## config.mk

```make
export PLATFORM = sky130hd
export DESIGN_NAME = immGenerator
export DESIGN_NICKNAME = d
export VERILOG_FILES = /design/src/common/rvPkg.sv /design/src/decode/immGenerator.sv
export SDC_FILE = /design/constraint.sdc
export NUM_CORES = 1
export LEC_CHECK = 0
export CAP_MARGIN = 40
export CORE_AREA = 2 2 39 41
export DETAILED_ROUTE_END_ITERATION = 6
export DIE_AREA = 0 0 41 43
export DONT_BUFFER_PORTS = 1
export GPL_TIMING_DRIVEN = 0
export SYNTH_ARGS = -nofsm -noshare
export SYNTH_HDL_FRONTEND = slang
export SYNTH_SLANG_ARGS = --single-unit
export TNS_END_PERCENT = 20
```

## constraint.sdc

```tcl
create_clock -name vclk -period 1.55
set_input_delay 0.155 -clock vclk [all_inputs]
set_output_delay 0.155 -clock vclk [all_outputs]
set_load 0.01 [all_outputs]
```

## src/common/rvPkg.sv

```systemverilog
package rvPkg;

	// data, address and instruction values
	typedef logic [31:0] word;

	typedef logic [4:0] regIdx;

	typedef enum logic [3:0] {
		aluAdd   = 4'd0,
		aluSub   = 4'd1,
		aluSll   = 4'd2,
		aluSlt   = 4'd3,
		aluSltu  = 4'd4,
		aluXor   = 4'd5,
		aluSrl   = 4'd6,
		aluSra   = 4'd7,
		aluOr    = 4'd8,
		aluAnd   = 4'd9,
		aluPassB = 4'd10
	} aluOp;

	// jump is taken unconditionally
	typedef enum logic [2:0] {
		brNone = 3'd0,
		brEq   = 3'd1,
		brNe   = 3'd2,
		brLt   = 3'd3,
		brGe   = 3'd4,
		brLtu  = 3'd5,
		brGeu  = 3'd6,
		brJump = 3'd7
	} branchKind;

	typedef enum logic [1:0] {
		wbAlu     = 2'd0,
		wbMem     = 2'd1,
		wbPcPlus4 = 2'd2
	} wbSel;

	// same encoding as funct3[1:0] of loads and stores
	typedef enum logic [1:0] {
		sizeByte = 2'b00,
		sizeHalf = 2'b01,
		sizeWord = 2'b10
	} accessSize;

	typedef enum logic [6:0] {
		opLui    = 7'b0110111,
		opAuipc  = 7'b0010111,
		opJal    = 7'b1101111,
		opJalr   = 7'b1100111,
		opBranch = 7'b1100011,
		opLoad   = 7'b0000011,
		opStore  = 7'b0100011,
		opImm    = 7'b0010011,
		opOp     = 7'b0110011,
		opSystem = 7'b1110011
	} opcode;

	localparam word ebreakInst = 32'h0010_0073;

endpackage

```

## src/decode/immGenerator.sv

```systemverilog
module immGenerator import rvPkg::*; (
	input  word inst,
	output word imm
);

	opcode op;

	assign op = opcode'(inst[6:0]);

	always_comb begin
		case (op)
			opLoad, opImm, opJalr: begin
				imm = {{20{inst[31]}}, inst[31:20]};
			end
			opStore: begin
				imm = {{20{inst[31]}}, inst[31:25], inst[11:7]};
			end
			// B and J formats keep bit 0 at zero
			opBranch: begin
				imm = {{19{inst[31]}}, inst[31], inst[7], inst[30:25], inst[11:8], 1'b0};
			end
			opLui, opAuipc: begin
				imm = {inst[31:12], 12'b0};
			end
			opJal: begin
				imm = {{11{inst[31]}}, inst[31], inst[19:12], inst[20], inst[30:21], 1'b0};
			end
			default: begin
				imm = '0;
			end
		endcase
	end

endmodule

```

After elaboration in Yosys (flattened, before gate mapping):

Index checks and enable logic that the tools add are counted.

* equal/unequal tests: 8
* mux-type cells: 1
* reductions and logical operators: 2

Operator list (number)
* $pmux 32 s5: 1
* $eq 7x7->1 const B: 3
* $eq 7x5->1 const B: 2
* $eq 7x6->1 const B: 2
* $eq 7x2->1 const B: 1
* $reduce_or 3->1: 1
* $reduce_or 2->1: 1

* register bits: 0
* word-level logic and storage cells: 11

Logic depth before layout (Yosys ltp):

Gate-level depths: netlist (run 1).

* depth after elaboration: 3
* gate-level depth with buffers: 5
* gate-level depth less buffers: 3

Least setup slack after synthesis (run 1):

Ideal clock, no wire load.

* kind: input-to-output
* start: input port inst[2]
* end: output port imm[20]
* arrival time: 1.138 ns
* data required time: 1.395 ns
* path slack: 0.257 ns
* stages on the path: 5
* buffers on the path: 2
* cell sequence: buf_4 -> and4bb_2 -> a2bb2oi_2 -> buf_2 -> o21ai_0

* cells in the longest elaborated chain, start to end: 3
* elaborated cells between the ends (all ways): 11
* classes of those cells: eq/ne: 8; mux: 1; reduce/logical: 2

RTL lines
* start, declared: line immGenerator.sv:2 `input word inst,`
* $eq 7x2->1, or another cell as far along: line immGenerator.sv:11 `case (op)`
* $reduce_or 3->1 or $reduce_or 2->1 (tied branches): line immGenerator.sv:11
* $pmux 32 s5 (*): line immGenerator.sv:11
* end, declared: line immGenerator.sv:3 `output word imm`

Mark *: on every way between the ends. The rest lies on a longest branch, timed or not.

Final worst setup path (run 1):

* start: input port inst[5]
* end: output port imm[24]

Same word-level chain as after synthesis.

==> results of run 1 <==
[repair_timing]
| item | 4_1_cts | 5_1_grt |
|---|---|---|
| resized for setup | 0 | 3 |
| setup buffers | 0 | 0 |
| endpoints found under the setup margin | 0 | 10 |
[area by class of cell]
class / count / area, sq um / share of cell area
Tap cell: 16 / 20.0 / 0.0353
Buffer: 9 / 50.0 / 0.0883
Multi-Input combinational cell: 69 / 493 / 0.870
Inverter: 1 / 3.75 / 0.00662
[critical path, stage by stage]
cell       delay [ns]
buf_2            0.16
mux2i_1          0.30
a2bb2oi_2        0.16
buf_2            0.19
o21ai_0          0.32
[power by group]
| part | total (mW) | switching (mW) | internal, mW |
|---|---|---|---|
| Clock | 0 | 0 | 0 |
| Combinational | 0.0876 | 0.0505 | 0.0371 |
| Sequential | 0 | 0 | 0 |
[cell usage in the layout (no fill, tap or decap), types with 2 or more instances in the layout]
master / instances
nand3_1: 13
o21a_1: 2
and3b_2: 2
nand2_1: 2
nor2b_1: 4
o21ai_0: 9
a21o_2: 8
o21ai_1: 3
and2b_1: 3
buf_2: 4
a22o_1: 4
clkbuf_1: 3
[kinds of logic (layout without fill, tap and decap cells)]
logic type / Yosys count / after routing / synth area share
mux: 1 / 1 / 0.0183
buf+inv: 10 / 10 / 0.0984
compound gates: 33 / 33 / 0.467
simple gates: 35 / 35 / 0.416
[final timing paths]
path                  from      end  slack, ns  cells after the start
hold / removal    inst[31]  imm[31]       0.43                      1
setup / recovery   inst[5]  imm[24]       0.11                      5
[through the flow]
stage               TNS (ns)  instance area [sq um]  hold WS, ns  total power [mW]  utilization
floorplan                  0                    547        0.422            0.0760            -
global placement           0                    567        0.430            0.0858        0.410
detailed placement         0                    567        0.429            0.0871        0.410
CTS                        0                    567        0.429            0.0873        0.410
global route         -0.0947                    567        0.430            0.0965        0.410
finish                     0                    567        0.428            0.0876        0.410
[routing by layer]
metal | track usage | wire length (microns)
met3 | 0.0262 | 177
met4 | 0 | 0
met5 | 0 | 0
met1 | 0.234 | 594
met2 | 0.263 | 729
==> impl_metrics.json, run 1 <==
{
  "outcome": "completed",
  "clock_buffers": 0,
  "nNetsFinal": 113,
  "grt_pass1_wl_microns": 2190,
  "vias_per_cell": 6.35,
  "hold_path.class": "in -> out",
  "syn_nets": 111,
  "crit_arrival_ns": 1.29,
  "regArea_sq_um": 0,
  "min_period_ns": 1.44,
  "grt-ovfl-total": 0,
  "yosysMostFrequentCell": "nand3_1",
  "synthTopCellsByCount": "nand3_1 (13), o21ai_0 (12), a21o_2 (8)",
  "drive_above_1_share": 0.266,
  "synthDistinctLibCells": 33,
  "synth_top_area_cell": "a21o_2",
  "max_freq_mhz": 692,
  "worst-setup-path-type": "in -> out",
  "yosysSeqAreaShare": 0,
  "numPortBuffers": 0,
  "dpl_worst_slack_ns": 0.100,
  "drt_iter0_markers": 7,
  "die_x_microns": 41,
  "dr.pass1.iters": 4,
  "hold_viol": 0,
  "worst_ep_required_time_ns": 1.39,
  "tightestPinTransition_ns": 0.442,
  "setup.worst_path.end_class": "output port",
  "num_vias": 603,
  "slew-limit-headroom": 0.705,
  "yosys_warnings": 0,
  "grt_pass1_vias": 517,
  "grt_use_total": 0.163,
  "crit_path_max_fanout": 10,
  "placedCellCount": 95,
  "setup_slack_ns": 0.106,
  "grt_max_degree": 11,
  "fin_cells": 95,
  "power_density_nw_per_um2": 154,
  "io_pins": 64,
  "initial_core_util": 0.395,
  "die_h_microns": 43,
  "setup_violations": 0,
  "max_cap_viol_count": 0,
  "power.leakage_nw": 0.240,
  "drv_slew": 0,
  "fin_crit_sh": 0.932,
  "netlist_top_cells_area": "a21o_2 (13%), nand3_1 (12%), o21ai_0 (11%)",
  "dieArea_sq_um": 1760,
  "startpoint_type": "input port",
  "rsz0062_at_grt": "true",
  "antenna_left": 0,
  "n_fill_cell": 151,
  "postCtsHoldBufs": 0,
  "ir_drop_v": 0.0000587,
  "design.seq.count": 0,
  "finalWeightedCongestion": 0.651,
  "syn_area_sq_um": 547,
  "num_antenna_cells": 0,
  "post-dp-hpwl_microns": 1210,
  "avgSynthCellArea_sq_um": 6.92,
  "drc": 0,
  "netlist_instances": 79,
  "synth.top_cell.area_share": 0.128,
  "antenna_found_initial": 0,
  "wl_per_cell_microns": 15.8,
  "rows": 14,
  "drt-total-wl_microns": 1500,
  "coreArea_sq_um": 1380,
  "syn_to_final_growth_pct": 3.66
}
(Power assumes the default switching activity.)
==> run 2, diff against run 1 <==
--- a/config.mk
+++ b/config.mk
@@ -5,12 +5,13 @@
 export SDC_FILE = /design/constraint.sdc
 export NUM_CORES = 1
 export LEC_CHECK = 0
+export ABC_AREA = 1
 export CAP_MARGIN = 40
-export CORE_AREA = 2 2 39 41
+export CORE_UTILIZATION = 55
 export DETAILED_ROUTE_END_ITERATION = 6
-export DIE_AREA = 0 0 41 43
 export DONT_BUFFER_PORTS = 1
 export GPL_TIMING_DRIVEN = 0
+export PLACE_DENSITY = 0.7
 export SYNTH_ARGS = -nofsm -noshare
 export SYNTH_HDL_FRONTEND = slang
 export SYNTH_SLANG_ARGS = --single-unit
==> run 2 against run 1 <==
Against the previous run:
- fmax rose by 13%
- critical path depth up 2
- non-clock buffer count shrank 5
- synthesized area increased by 39%
- final cell count rose by 87%
- sequential share of layout area unchanged
- worst setup slack improved by 0.17 ns
- core utilization grew 20 points
- first-iteration DRC count up 86%
- via count up 58%
- synthesized cell count grew 110%
- global-route usage grew 5.4 points
==> impl_metrics.json, run 2 <==
{
  "startpoint_type": "input port",
  "hold_viol": 0,
  "power.leakage_nw": 0.584,
  "swShare": 0.731,
  "ir_drop_v": 0.0000714,
  "crit_path_max_fanout": 8,
  "netlist_top_cells_area": "nand2_1 (34%), nand3_1 (16%), nor2_1 (11%)",
  "antenna_left": 0,
  "grt-ovfl-total": 0,
  "synthDistinctLibCells": 13,
  "num_antenna_cells": 0,
  "setup_violations": 0,
  "post-dp-hpwl_microns": 1450,
  "power.internal_uw": 21.3,
  "wl_met3_microns": 144,
  "post_cts_buffers": 0,
  "die_x_microns": 39.2,
  "nNetsFinal": 197,
  "design.seq.count": 0,
  "power_density_nw_per_um2": 102,
  "worst-setup-path-type": "in -> out",
  "power_frac_comb": 1.000,
  "met2_wirelength_microns": 906,
  "setup.worst_path.end_class": "output port",
  "hold_path.class": "in -> out",
  "yosysSeqAreaShare": 0,
  "drt-total-wl_microns": 1830,
  "die_h_microns": 39.2,
  "synth_top_area_cell": "nand2_1",
  "coreArea_sq_um": 1280,
  "drt_iter0_markers": 13,
  "p_switching_uw": 57.7,
  "finalWeightedCongestion": 0.675,
  "grt_pass1_wl_microns": 2380,
  "yosysMostFrequentCell": "nand2_1",
  "syn_to_final_growth_pct": 2.47,
  "vias_per_cell": 5.36,
  "synth.top_cell.area_share": 0.341,
  "io_pins": 64,
  "syn_area_sq_um": 759,
  "min_period_ns": 1.27,
  "slew-limit-headroom": 0.632,
  "rsz0062_at_grt": "false",
  "clock_buffers": 0,
  "drv_slew": 0,
  "final_common_cell": "nand2_1",
  "yosys_warnings": 0,
  "clock_power_share": 0,
  "wl_met1_microns": 776,
  "antenna_found_initial": 0,
  "netlist_instances": 163,
  "grt_pass1_vias": 597,
  "tightestPinTransition_ns": 0.550,
  "regArea_sq_um": 0,
  "wl_per_cell_microns": 10.3,
  "grt_use_total": 0.217,
  "grt_max_degree": 11,
  "tns_ns": 0,
  "dr.pass1.iters": 4,
  "avgSynthCellArea_sq_um": 4.66,
  "seq_power_share": 0,
  "ctsResizeCount": 0,
  "max_freq_mhz": 786,
  "drive_above_1_share": 0.117,
  "final_cell_mix": "nand2_1 (69), nand3_1 (25), nor2_1 (22)",
  "syn_nets": 195,
  "max_cap_viol_count": 0,
  "drc": 0,
  "initial_core_util": 0.591,
  "synthTopCellsByCount": "nand2_1 (69), nand3_1 (25), nor2_1 (22)",
  "fin_crit_sh": 0.821,
  "outcome": "completed",
  "worst_ep_required_time_ns": 1.39,
  "crit_arrival_ns": 1.12,
  "hold-worst-slack_ns": 0.435,
  "postCtsHoldBufs": 0,
  "num_vias": 954,
  "numPortBuffers": 0,
  "rows": 13,
  "top_layer": "met3",
  "dieArea_sq_um": 1530
}
## run 2: cell count changes after synthesis, moves of 3 or more
| cell | delta |
|---|---|
| a21o_2 | -8 |
| a22o_1 | -4 |
| and2b_1 | -3 |
| buf_2 | -4 |
| buf_6 | +3 |
| clkbuf_1 | -3 |
| inv_1 | +19 |
| nand2_1 | +67 |
| nand2_2 | +7 |
| nand3_1 | +12 |
| nor2_1 | +21 |
| nor2b_1 | -4 |
| o21ai_0 | -5 |
## run 2: cells by family (layout without fill, tap and decap cells)
logic type | after synthesis | count (layout) | share of synthesized area
AND/OR/NAND/NOR | 130 | 130 | 0.784
AO/OA/AOI/OAI | 8 | 8 | 0.0527
buffers and inverters | 25 | 25 | 0.163
## run 2: final timing paths
| check | startpoint | to | slack [ns] | depth (start not counted) |
|---|---|---|---|---|
| setup / recovery | inst[4] | imm[6] | 0.28 | 7 |
| hold / removal | inst[21] | imm[1] | 0.43 | 2 |
## run 2: layer usage
metal	up-vias	track usage
li1	500	-
met1	408	0.284
met2	46	0.413
met3	0	0
met4	0	0
met5	-	0
## run 2: final cells by class
class	count	area, sq um
Fill cell	161	507
Multi-Input combinational cell	138	636
Tap cell	15	18.8
Buffer	4	45.0
Inverter	21	78.8
## run 2: stage by stage
stage                     area (sq um)  power (mW)  utilization  std cells  setup WS (ns)
after detailed placement           778      0.0796        0.606        178          0.260
after CTS                          778      0.0797        0.606        178          0.261
after global routing               778      0.0904        0.606        178          0.131
final                              778      0.0790        0.606        178          0.277
after global placement             778      0.0778        0.606        178          0.265
after floorplan                    759      0.0693            -        163          0.470
## run 2: critical path: stages
cell	delay (ns)
inv_1	0.06
nand2_2	0.10
nor2_1	0.44
nand3_1	0.13
nand2_1	0.08
nor2_1	0.04
nand2_1	0.10
## run 2: power groups by stage
stage / Sequential, mW / Combinational, mW / Clock [mW]
CTS: 0 / 0.0797 / 0
global placement: 0 / 0.0778 / 0
finish: 0 / 0.0790 / 0
detailed placement: 0 / 0.0796 / 0
global route: 0 / 0.0904 / 0
floorplan: 0 / 0.0693 / 0
==> run 3, diff against run 2 <==
--- a/config.mk
+++ b/config.mk
@@ -11,7 +11,7 @@
 export DETAILED_ROUTE_END_ITERATION = 6
 export DONT_BUFFER_PORTS = 1
 export GPL_TIMING_DRIVEN = 0
-export PLACE_DENSITY = 0.7
+export PLACE_DENSITY = 0.73
 export SYNTH_ARGS = -nofsm -noshare
 export SYNTH_HDL_FRONTEND = slang
 export SYNTH_SLANG_ARGS = --single-unit
==> constraint.sdc (replaced) <==
create_clock -name vclk -period 1.11
set_input_delay 0.111 -clock vclk [all_inputs]
set_output_delay 0.111 -clock vclk [all_outputs]
set_load 0.01 [all_outputs]
==> run 3 against run 2 <==
Against the previous run:
- worst hold slack lost 0.088 ns
- flip-flop and latch count unchanged
- critical endpoint is now imm[15]
- combinational power rose by 71%
- non-clock buffer count grew 4
- highest routed layer unchanged
- final cell count increased by 2.2%
- sequential share of layout area unchanged
==> impl_metrics.json, run 3 (synthesized netlist as in run 2, its figures left out) <==
{
  "power_density_nw_per_um2": 150,
  "grt-ovfl-total": 0,
  "crit_path_max_fanout": 10,
  "nNetsFinal": 201,
  "startpoint_type": "input port",
  "drive_above_1_share": 0.293,
  "numPortBuffers": 0,
  "tns_ns": 0,
  "grt_use_total": 0.209,
  "min_from": "inst[24]",
  "num_antenna_cells": 0,
  "initial_core_util": 0.591,
  "critPathBufInv": 2,
  "fin_crit_sh": 0.942,
  "syn_to_final_growth_pct": 18.8,
  "slew-limit-headroom": 0.795,
  "hold_viol": 0,
  "drt_iter0_markers": 21,
  "drc": 0,
  "final_common_cell": "nand2_1",
  "n_fill_cell": 142,
  "ir_drop_v": 0.000132,
  "grt_pass1_vias": 559,
  "cp_common_cell": "nand2_4",
  "hold_path.class": "in -> out",
  "hold_depth": 2,
  "max_freq_mhz": 956,
  "finalWeightedCongestion": 0.767,
  "tightestPinTransition_ns": 0.308,
  "min_period_ns": 1.05,
  "die_x_microns": 39.2,
  "post-dp-hpwl_microns": 1500,
  "vias_per_cell": 5.38,
  "critPathTopFamily": "simple AND/OR/NAND/NOR gates",
  "antenna_found_initial": 0,
  "cp_slowest_stage_delay_ns": 0.18,
  "power.leakage_nw": 0.624,
  "hold_end": "imm[4]",
  "drt-total-wl_microns": 1960,
  "crit_arrival_ns": 0.93,
  "io_pins": 64,
  "rsz0062_at_grt": "true",
  "design.seq.count": 0,
  "worst-setup-path-type": "in -> out",
  "rows": 13,
  "crit_chain": "clkinvlp_4 > nand2_4 > nor2_8 > nand2_4 > nand3_2 > nand2_4 > buf_8 > nand2_2",
  "coreArea_sq_um": 1280,
  "die_h_microns": 39.2,
  "dr.pass1.iters": 4,
  "drv_slew": 0,
  "max_cap_viol_count": 0,
  "final_cell_mix": "nand2_1 (50), nand3_1 (25), nand2_2 (21)",
  "fin_cells": 182,
  "grt_pass1_wl_microns": 2350,
  "placedCellCount": 178,
  "postCtsHoldBufs": 0,
  "num_vias": 979,
  "clock_buffers": 0,
  "wl_per_cell_microns": 10.8,
  "dieArea_sq_um": 1530,
  "setup_violations": 0,
  "regArea_sq_um": 0,
  "antenna_left": 0,
  "grt_max_degree": 11,
  "setup.worst_path.end_class": "output port",
  "outcome": "completed",
  "worst_ep_required_time_ns": 1.00,
  "slowest_stage": "nor2_8"
}
-- run 3: cell count changes in the layout (fill, tap and decap cells not counted), moves of 3 or more --
cell,before,now
nor2_1,22,18
nand2_1,69,50
nand2_2,7,21
nor2_2,0,4
buf_4,0,4
nand2_4,2,7
inv_1,20,17
-- run 3: repair_timing --
action                                  in CTS  in global routing
endpoints found under the hold margin        0                  0
endpoints found under the setup margin      12                 31
buffers inserted                             0                  4
gates resized for setup                      1                 32
pin swaps                                    0                  3
-- run 3: layout make-up --
cell class                      count  area [sq um]  share of cell area
Buffer                              4          52.6              0.0583
Inverter                           21          82.6              0.0915
Multi-Input combinational cell    138           718               0.796
Timing Repair Buffer                4          30.0              0.0333
Tap cell                           15          18.8              0.0208
-- run 3: report_power, final --
group	internal [mW]	switching, mW	leakage (nW)
registers	0	0	0
logic	0.0424	0.0926	0.624
clock network	0	0	0
total	0.0424	0.0926	0.624
-- run 3: stage by stage --
step                area [sq um]  setup slack, ns   util  total power, mW  hold slack (ns)
global placement             778          -0.0335  0.606            0.109            0.346
floorplan                    759            0.118      -           0.0967            0.341
finish                       902           0.0644  0.702            0.135            0.347
global route                 902          -0.0217  0.702            0.150            0.356
CTS                          781          -0.0171  0.608            0.112            0.348
detailed placement           778          -0.0541  0.606            0.111            0.347
-- run 3: how the worst max path moves through the flow --
stage,cells after the start,from,end,slack [ns]
CTS,7,inst[4],imm[3],-0.02
floorplan,7,inst[4],imm[11],0.12
detailed placement,7,inst[4],imm[5],-0.05
global route,9,inst[3],imm[6],-0.02
finish,8,inst[4],imm[15],0.06
global placement,7,inst[4],imm[11],-0.03
-- run 3: per-layer routing --
layer | wire length, microns | GRT usage
met1 | 859 | 0.301
met2 | 970 | 0.354
met3 | 128 | 0.0173
met4 | 0 | 0
met5 | 0 | 0
